## config.mk

```make
export PLATFORM = sky130hd
export DESIGN_NAME = sprint1_mist
export DESIGN_NICKNAME = d
export VERILOG_FILES = /design/src/rtl/mist_pkg.sv /design/src/rtl/user_io_spi.sv /design/src/rtl/ps2_keyboard.sv /design/src/rtl/video_mixer.sv /design/src/rtl/sigma_delta_dac.sv /design/src/rtl/sprint1_mist.sv
export VERILOG_INCLUDE_DIRS = /design/src /design/src/rtl
export SDC_FILE = /design/constraint.sdc
export NUM_CORES = 1
export LEC_CHECK = 0
export BUFFER_PORTS_ARGS = -buffer_cell sky130_fd_sc_hd__buf_2
export CAP_MARGIN = 25
export CORE_UTILIZATION = 45
export CTS_BUF_LIST = sky130_fd_sc_hd__clkbuf_4
export DETAILED_ROUTE_END_ITERATION = 8
export GPL_TIMING_DRIVEN = 1
export SYNTH_ARGS = -nofsm -noshare
export SYNTH_HDL_FRONTEND = slang
export SYNTH_HIERARCHICAL = 1
export SYNTH_SLANG_ARGS = --single-unit
export TNS_END_PERCENT = 1
```

## constraint.sdc

```tcl
create_clock -name clk_24 -period 4 [get_ports clk_24]
set_clock_uncertainty 0.15 [all_clocks]
set_input_delay 0.4 -clock clk_24 [delete_from_list [all_inputs] [get_ports clk_24]]
set_output_delay 0.4 -clock clk_24 [all_outputs]
set_load 0.05 [all_outputs]
```

## src/rtl/mist_defs.svh

```systemverilog
`ifndef MIST_DEFS_SVH
`define MIST_DEFS_SVH

// widths.
`define MIST_STATUS_W 32
`define MIST_AUDIO_W 7

// spi commands from the board controller.
`define MIST_CMD_BUTTONS 8'h01
`define MIST_CMD_STATUS 8'h1E

// ps/2 set 2 scancodes.
`define MIST_KEY_COIN 8'h2E
`define MIST_KEY_START 8'h16
`define MIST_KEY_GAS 8'h1C

// ps/2 prefixes.
`define MIST_PS2_BREAK 8'hF0
`define MIST_PS2_EXT 8'hE0

`endif

```

## src/rtl/mist_pkg.sv

```systemverilog
package mist_pkg;

	// what the game core presents each clk_24 cycle.
	typedef struct packed {
		logic [1:0] level;
		logic       hs;
		logic       vs;
		logic       hblank;
		logic       vblank;
	} core_video_t;

	typedef struct packed {
		logic [5:0] r;
		logic [5:0] g;
		logic [5:0] b;
		logic       hs;
		logic       vs;
	} vga_t;

	// player controls, all active high.
	typedef struct packed {
		logic coin;
		logic start;
		logic gas;
		logic test;
	} ctrl_t;

	// encoding of status bits 4:3.
	typedef enum logic [1:0] {
		SCAN_NONE  = 2'd0,
		SCAN_HQ    = 2'd1,
		SCAN_CRT25 = 2'd2,
		SCAN_CRT50 = 2'd3
	} scan_mode_e;

endpackage

```

## src/rtl/user_io_spi.sv

```systemverilog
`timescale 1ns/1ps
`include "mist_defs.svh"

module user_io_spi (
	input  logic                      clk_24,
	input  logic                      rst,
	input  logic                      spi_sck,
	input  logic                      spi_di,
	input  logic                      spi_ss,
	output logic [`MIST_STATUS_W-1:0] status,
	output logic [1:0]                buttons
);

	logic [1:0]                  sck_q;
	logic [1:0]                  di_q;
	logic [1:0]                  ss_q;
	logic                        sck_last;
	logic                        sck_rise;
	logic                        ss_hi;
	logic [7:0]                  shift;
	logic [7:0]                  shift_next;
	logic [7:0]                  cmd;
	logic [`MIST_STATUS_W-9:0]   hold;
	logic [2:0]                  bit_cnt;
	logic [2:0]                  byte_cnt;

	always_ff @(posedge clk_24) begin
		sck_q    <= {sck_q[0], spi_sck};
		di_q     <= {di_q[0], spi_di};
		ss_q     <= {ss_q[0], spi_ss};
		sck_last <= sck_q[1];
	end

	assign sck_rise   = sck_q[1] & ~sck_last;
	assign ss_hi      = ss_q[1];
	assign shift_next = {shift[6:0], di_q[1]};

	// byte data, command and status holding register.
	always_ff @(posedge clk_24) begin
		if (!ss_hi && sck_rise) begin
			shift <= shift_next;
			if (bit_cnt == 3'd7) begin
				if (byte_cnt == 3'd0) begin
					cmd <= shift_next;
				end else if (cmd == `MIST_CMD_STATUS) begin
					case (byte_cnt)
						3'd1: hold[7:0]   <= shift_next;
						3'd2: hold[15:8]  <= shift_next;
						3'd3: hold[23:16] <= shift_next;
						default: ;
					endcase
				end
			end
		end
	end

	always_ff @(posedge clk_24) begin
		if (rst) begin
			bit_cnt  <= '0;
			byte_cnt <= '0;
			status   <= '0;
			buttons  <= '0;
		end else if (ss_hi) begin
			// deselect aborts any partial transfer.
			bit_cnt  <= '0;
			byte_cnt <= '0;
		end else if (sck_rise) begin
			bit_cnt <= bit_cnt + 3'd1;
			if (bit_cnt == 3'd7) begin
				if (byte_cnt != 3'd7) begin
					byte_cnt <= byte_cnt + 3'd1;
				end
				if (cmd == `MIST_CMD_BUTTONS && byte_cnt == 3'd1) begin
					buttons <= shift_next[1:0];
				end
				if (cmd == `MIST_CMD_STATUS && byte_cnt == 3'd4) begin
					status <= {shift_next, hold};
				end
			end
		end
	end

	a_no_byte_adv_deselected: assert property (@(posedge clk_24) disable iff (rst)
		ss_hi |=> !(byte_cnt > $past(byte_cnt)));

endmodule

```

## src/rtl/ps2_keyboard.sv

```systemverilog
`timescale 1ns/1ps
`include "mist_defs.svh"

module ps2_keyboard (
	input  logic            clk_24,
	input  logic            rst,
	input  logic            ps2_clk,
	input  logic            ps2_data,
	output mist_pkg::ctrl_t keys
);

	logic [1:0]  clk_q;
	logic [1:0]  data_q;
	logic        clk_last;
	logic        clk_fall;
	logic [10:0] frame;
	logic [10:0] frame_next;
	logic [3:0]  bit_cnt;
	logic [7:0]  code;
	logic        frame_ok;
	logic        brk;
	logic        ext;

	always_ff @(posedge clk_24) begin
		clk_q    <= {clk_q[0], ps2_clk};
		data_q   <= {data_q[0], ps2_data};
		clk_last <= clk_q[1];
	end

	assign clk_fall   = clk_last & ~clk_q[1];
	// lsb first, so the start bit ends up in bit 0.
	assign frame_next = {data_q[1], frame[10:1]};
	assign code       = frame_next[8:1];
	// odd parity over data and parity, plus stop.
	assign frame_ok   = (^frame_next[9:1]) & frame_next[10];

	always_ff @(posedge clk_24) begin
		if (clk_fall) begin
			frame <= frame_next;
		end
	end

	always_ff @(posedge clk_24) begin
		if (rst) begin
			bit_cnt <= '0;
			brk     <= 1'b0;
			ext     <= 1'b0;
			keys    <= '0;
		end else if (clk_fall) begin
			if (bit_cnt == 4'd10) begin
				bit_cnt <= '0;
				if (frame_ok) begin
					if (code == `MIST_PS2_BREAK) begin
						brk <= 1'b1;
					end else if (code == `MIST_PS2_EXT) begin
						ext <= 1'b1;
					end else begin
						brk <= 1'b0;
						ext <= 1'b0;
						// extended codes map to nothing.
						if (!ext) begin
							case (code)
								`MIST_KEY_COIN:  keys.coin  <= ~brk;
								`MIST_KEY_START: keys.start <= ~brk;
								`MIST_KEY_GAS:   keys.gas   <= ~brk;
								default: ;
							endcase
						end
					end
				end
			end else if (bit_cnt != 4'd0 || !data_q[1]) begin
				// idle until a start bit.
				bit_cnt <= bit_cnt + 4'd1;
			end
		end
	end

	a_bit_cnt_range: assert property (@(posedge clk_24) disable iff (rst)
		bit_cnt <= 4'd10);

endmodule

```

## src/rtl/video_mixer.sv

```systemverilog
`timescale 1ns/1ps

module video_mixer (
	input  logic                  clk_24,
	input  logic                  rst,
	input  mist_pkg::scan_mode_e  scan_mode,
	input  mist_pkg::core_video_t video_in,
	output mist_pkg::vga_t        vga
);

	logic       hs_last;
	logic       line_odd;
	logic       blank;
	logic [5:0] level_wide;
	logic [5:0] shaded;

	assign level_wide = {3{video_in.level}};
	assign blank      = video_in.hblank | video_in.vblank;

	// darken odd lines for the crt look.
	always_comb begin
		shaded = level_wide;
		if (line_odd) begin
			case (scan_mode)
				mist_pkg::SCAN_CRT25: shaded = level_wide - (level_wide >> 2);
				mist_pkg::SCAN_CRT50: shaded = level_wide >> 1;
				default:              shaded = level_wide;
			endcase
		end
	end

	always_ff @(posedge clk_24) begin
		if (rst) begin
			hs_last  <= 1'b0;
			line_odd <= 1'b0;
			vga      <= '0;
		end else begin
			hs_last <= video_in.hs;
			if (video_in.vs) begin
				line_odd <= 1'b0;
			end else if (video_in.hs && !hs_last) begin
				line_odd <= ~line_odd;
			end
			vga.r  <= blank ? 6'd0 : shaded;
			vga.g  <= blank ? 6'd0 : shaded;
			vga.b  <= blank ? 6'd0 : shaded;
			vga.hs <= video_in.hs;
			vga.vs <= video_in.vs;
		end
	end

	a_blank_is_black: assert property (@(posedge clk_24) disable iff (rst)
		blank |=> (vga.r == 6'd0 && vga.g == 6'd0 && vga.b == 6'd0));

endmodule

```

## src/rtl/sigma_delta_dac.sv

```systemverilog
`timescale 1ns/1ps
`include "mist_defs.svh"

module sigma_delta_dac (
	input  logic                     clk_24,
	input  logic                     rst,
	input  logic [`MIST_AUDIO_W-1:0] sample,
	output logic                     dout
);

	logic [`MIST_AUDIO_W-1:0] acc;
	logic [`MIST_AUDIO_W:0]   sum;

	// carry out of the accumulator is the pulse stream.
	assign sum = {1'b0, acc} + {1'b0, sample};

	always_ff @(posedge clk_24) begin
		if (rst) begin
			acc  <= '0;
			dout <= 1'b0;
		end else begin
			acc  <= sum[`MIST_AUDIO_W-1:0];
			dout <= sum[`MIST_AUDIO_W];
		end
	end

endmodule

```

## src/rtl/sprint1_mist.sv

```systemverilog
`timescale 1ns/1ps
`include "mist_defs.svh"

module sprint1_mist (
	input  logic                     clk_24,
	input  logic                     rst,
	input  logic                     SPI_SCK,
	input  logic                     SPI_DI,
	input  logic                     SPI_SS2,
	input  logic                     ps2_kbd_clk,
	input  logic                     ps2_kbd_data,
	input  mist_pkg::core_video_t    core_video,
	input  logic [`MIST_AUDIO_W-1:0] core_audio,
	output mist_pkg::vga_t           VGA,
	output logic                     AUDIO_L,
	output logic                     AUDIO_R,
	output logic                     LED,
	output mist_pkg::ctrl_t          core_ctrl,
	output logic                     core_reset_n
);

	logic [`MIST_STATUS_W-1:0] status;
	logic [1:0]                buttons;
	mist_pkg::ctrl_t           keys;
	mist_pkg::scan_mode_e      scan_mode;

	user_io_spi i_user_io_spi (
		.clk_24  (clk_24),
		.rst     (rst),
		.spi_sck (SPI_SCK),
		.spi_di  (SPI_DI),
		.spi_ss  (SPI_SS2),
		.status  (status),
		.buttons (buttons)
	);

	ps2_keyboard i_ps2_keyboard (
		.clk_24   (clk_24),
		.rst      (rst),
		.ps2_clk  (ps2_kbd_clk),
		.ps2_data (ps2_kbd_data),
		.keys     (keys)
	);

	// status 0 is reset, 6 is the osd reset entry.
	assign core_reset_n = ~(rst | status[0] | status[6] | buttons[1]);
	assign core_ctrl    = '{coin: keys.coin, start: keys.start, gas: keys.gas, test: status[1]};
	assign scan_mode    = mist_pkg::scan_mode_e'(status[4:3]);
	assign LED          = buttons[0];

	video_mixer i_video_mixer (
		.clk_24    (clk_24),
		.rst       (rst),
		.scan_mode (scan_mode),
		.video_in  (core_video),
		.vga       (VGA)
	);

	sigma_delta_dac i_sigma_delta_dac (
		.clk_24 (clk_24),
		.rst    (rst),
		.sample (core_audio),
		.dout   (AUDIO_L)
	);

	assign AUDIO_R = AUDIO_L;

endmodule

```

; Word level (Yosys, flattened, before mapping)
; Cells that the tools add are included.
[op_classes]
addsub = 5
n_eq_ne = 15
muxes = 7
bitwise = 17
n_reduce_logical = 26
[ops]
columns = op, count
row1 = $eq 8x5->1 const B, 3
row2 = $reduce_and 7->1, 3
row3 = $eq 8x8->1 const B, 2
row4 = $reduce_and 4->1, 4
row5 = $pmux 6 s2, 1
row6 = $not 1->1, 10
row7 = $reduce_xor 9->1, 1
row8 = $add 7x7->8, 1
row9 = $eq 8x1->1 const B, 1
row10 = $eq 8x6->1 const B, 1
row11 = $mux 4, 2
row12 = $add 3x1->3 const B, 2
row13 = $eq 3x3->1 const B, 2
row14 = $mux 6, 1
row15 = $reduce_and 3->1, 2
row16 = $reduce_or 2->1, 3
row17 = $sub 6x4->6, 1
row18 = $reduce_and 5->1, 1
row19 = $add 4x1->4 const B, 1
row20 = $eq 2x2->1 const B, 2
row21 = $eq 4x4->1 const B, 1
row22 = $logic_and 1x1->1, 4
row23 = $or 1x1->1, 4
row24 = $reduce_bool 4->1, 1
row25 = 10 further kinds, 16
[totals]
regBits = 86
input_bits = 20
output_inout_bits = 28
word_cells = 97

; Longest topological paths before layout
[depth]
word_depth = 4
mapped_depth = 7
depth_no_buf = 7

; Hierarchy
; The synthesis kept the hierarchy.
[by_module_without_submodules]
columns = mod, n_inst, cells_per_inst, area_each_um2, seq_area_each_um2
row1 = user_io_spi, 1, 240, 3315.7, 2112.0
row2 = ps2_keyboard, 1, 95, 1077.3, 550.5
row3 = sigma_delta_dac, 1, 53, 490.5, 160.2
row4 = video_mixer, 1, 40, 356.6, 140.1
row5 = sprint1_mist, 1, 2, 20.0, 0.0

; Least setup slack after synthesis
; No wires, ideal clock.
[synth_timing]
path_kind = flip-flop to flip-flop
from = register i_user_io_spi.bit_cnt[0]
to = register i_user_io_spi.hold[0] (enable)
setup_time_ps = 398
arrival_time_ps = 1953
t_required_ps = 3452
setup_slack_ps = 1499
path_stages_with_launch = 6
n_path_buf = 0
period_less_slack_ps = 2501
path_cell_list = dfxtp_1 > ha_1 > ha_1 > and4bb_1 > nand4_1 > nor4b_1
[synth_between]
elab_chain_cells = 2
[synth_rtl]
columns = element, line
row1 = from (decl), user_io_spi.sv:24  ; logic [2:0] bit_cnt;
row2 = from (signal assigned), user_io_spi.sv:68  ; bit_cnt <= bit_cnt + 3'd1;
row3 = $eq 3x3->1, user_io_spi.sv:42  ; if (bit_cnt == 3'd7) begin
row4 = $reduce_and 5->1 (no source line), --
row5 = to (signal assigned), user_io_spi.sv:47  ; 3'd1: hold[7:0] <= shift_next;
row6 = to (decl), user_io_spi.sv:23  ; logic [`MIST_STATUS_W-9:0] hold;
; No other way between the ends.
; A chain may end at the register's enable or synchronous reset.

; Worst setup path after layout
[layout_timing]
from = register i_user_io_spi.bit_cnt[0]
to = register i_user_io_spi.hold[4] (enable)
; Same word-level chain as after synthesis.

==> flow_summary.toml <==
[outcome]
run_status = "finished, final reports clean"

[job]
cap_violations = 0

[hold_path]
holdPathStages = 2
hp-start = "core_video[3]"
min_to = "i_video_mixer/hs_last$_SDFF_PP0_"
min_path_type = "input pin to flop"

[power_and_ir_drop]
p_per_area_nw_per_um2 = 429
internal_power_uw = 1260
p_sw_uw = 403
swShare_pct = 24.3
finalPower_uw = 1660
combPwrFrac_pct = 12.9
peakVddDrop_uv = 290
power.leakage_uw = 0.00161
clockPowerShare_pct = 34.6
pwr-share-seq_pct = 52.5

[final_layout]
diodes = 0
final_cell_mix = "dfxtp_1, buf_2, edfxtp_1"
fin_nets = 377
post-route-util_pct = 52.6
drive_gt1_share_pct = 23.4
syn_to_final_growth_pct = 11.3
final_common_cell = "dfxtp_1"

[cts]
cts_tree = "done"
clock_latency_ps = 410
path_clk_slew_ps = 120
cts_resized = 0
cts_max_level = 3
ctsRootBufferMaster = "clkbuf_4"
clockBufferDepth = 2
cts_buffers = 9
cts.sinks = 78

[grt]
first_global_vias = 1984
grt_overflow = 0
grtUsageTotal_pct = 13.5
grt_max_degree = 41
grt_pass1_wl_mm = 8.72
antenna_found_initial = 0

[timing]
worst_pin_slew_ps = 928
setup_viol = 0
rsz0062_at_grt = "no"
period_minus_slack_ps = 2330
layout_worst_path_cycle_share_pct = 58.3
final-hold-violation-count = 0
max-slew-margin-rel_pct = 37.2
fmax_mhz = 429
finalSetupTns_ps = 0
drv_slew = 0

[critical_path]
reg2reg_to = "i_user_io_spi/hold[4]$_DFFE_PP_"
cp_data_required_time_ps = 3890
ff2ff_path_depth = 5
r2r_setup_slack_ps = 1670
startpoint_type = "flop"
r2r_start = "i_user_io_spi/bit_cnt[0]$_SDFFE_PP0P_"
critPathMaxFanout = 5
worstPathArrival_ps = 2220
worstSetupPathType = "flop to flop"
cp-end-kind = "flop"

[floorplan]
fp.dieW_um = 90.0
rows = 31
coreArea_um2 = 7370
die_h_um = 90.0
start_util_pct = 47.2
die_area_um2 = 8090
num_io_pins = 48

[route]
vias_per_cell = 4.87
ant_nets = 0
wl_per_cell_um = 11.6
drtPass1Iterations = 4
vias = 2123
drc = 0
drt_iter0_drc = 50
finalWirelength_mm = 5.05

[synth]
syn_nets = 341
yosysWarningCount = 6
synth.avg_cell_area_um2 = 11.8
syn_inst = 296
synth_area_um2 = 3480

[place]
hpwl_mm = 3.60
gp_congestion = 0.734
portBuffers = 47
[worst max-delay path by stage]
| stage | slack, ps | end | startpoint |
|---|---|---|---|
| 3_3_place_gp | 1730 | i_user_io_spi/hold[4]$_DFFE_PP_ | i_user_io_spi/bit_cnt[0]$_SDFFE_PP0P_ |
| 6_report | 1670 | i_user_io_spi/hold[4]$_DFFE_PP_ | i_user_io_spi/bit_cnt[0]$_SDFFE_PP0P_ |
| 2_1_floorplan | 1870 | i_ps2_keyboard/keys[1]$_SDFFE_PP0P_ | i_ps2_keyboard/frame[6]$_DFFE_PP_ |
| 4_1_cts | 1650 | i_user_io_spi/hold[4]$_DFFE_PP_ | i_user_io_spi/bit_cnt[0]$_SDFFE_PP0P_ |
| 3_5_place_dp | 1660 | i_user_io_spi/hold[6]$_DFFE_PP_ | i_user_io_spi/bit_cnt[0]$_SDFFE_PP0P_ |
| 5_1_grt | 1460 | i_user_io_spi/hold[4]$_DFFE_PP_ | i_user_io_spi/bit_cnt[0]$_SDFFE_PP0P_ |
[per-layer routing]
layer	vias up	part of all wire (%)	global-route usage, %
met5	-	0	0
met4	0	2.1	6.45
met3	10	4.1	4.48
met2	46	43	21.3
met1	962	51	16.8
li1	1105	-	-
[power groups by stage]
stage          clock network, uW  registers, uW  logic, uW
2_1_floorplan                  0            900        163
3_3_place_gp                   0            890        208
3_5_place_dp                   0            892        210
4_1_cts                      600            874        215
5_1_grt                      630            877        241
6_report                     575            873        213
[flip-flops by register name, indices dropped and copies added (netlist names), 2 cells and up]
signal                  flops
i_ps2_keyboard/data_q       2
i_user_io_spi/sck_q         2
i_user_io_spi/byte_cnt      3
i_user_io_spi/di_q          2
i_sigma_delta_dac/acc       7
i_video_mixer/vga           5
i_user_io_spi/shift         7
i_user_io_spi/buttons       2
i_ps2_keyboard/clk_q        2
i_user_io_spi/ss_q          2
i_ps2_keyboard/frame        9
i_ps2_keyboard/bit_cnt      4
i_user_io_spi/bit_cnt       3
i_user_io_spi/status        5
i_user_io_spi/cmd           8
i_ps2_keyboard/keys         3
i_user_io_spi/hold          5
[worst max-delay path, stage by stage, from the launching register on]
cell and delay (ps):
dfxtp_1 370, ha_1 160, ha_1 140, and4bb_1 250, nand4_1 90, nor4b_1 810
[final cells by class]
type,instances,area (um2)
Tap cell,99,124
Clock inverter,7,111
Timing Repair Buffer,53,295
Sequential cell,78,1850
Fill cell,679,3490
Multi-Input combinational cell,175,1370
Inverter,15,56.3
Clock buffer,9,67.6
[timing repair]
item	4_1_cts	5_1_grt
endpoints found under the hold margin	6	0
buffers inserted	0	0
hold buffers	6	0
[per-stage QoR]
step | cells | hold slack [ps] | area, um2 | worst slack, ps
2_1_floorplan | 296 | 160 | 3480 | 1870
3_3_place_gp | 414 | 160 | 3640 | 1730
3_5_place_dp | 414 | 162 | 3640 | 1660
4_1_cts | 436 | 23.6 | 3870 | 1650
5_1_grt | 436 | 14.8 | 3870 | 1460
6_report | 436 | 64.9 | 3870 | 1670
Power figures use the tool's default switching activity.
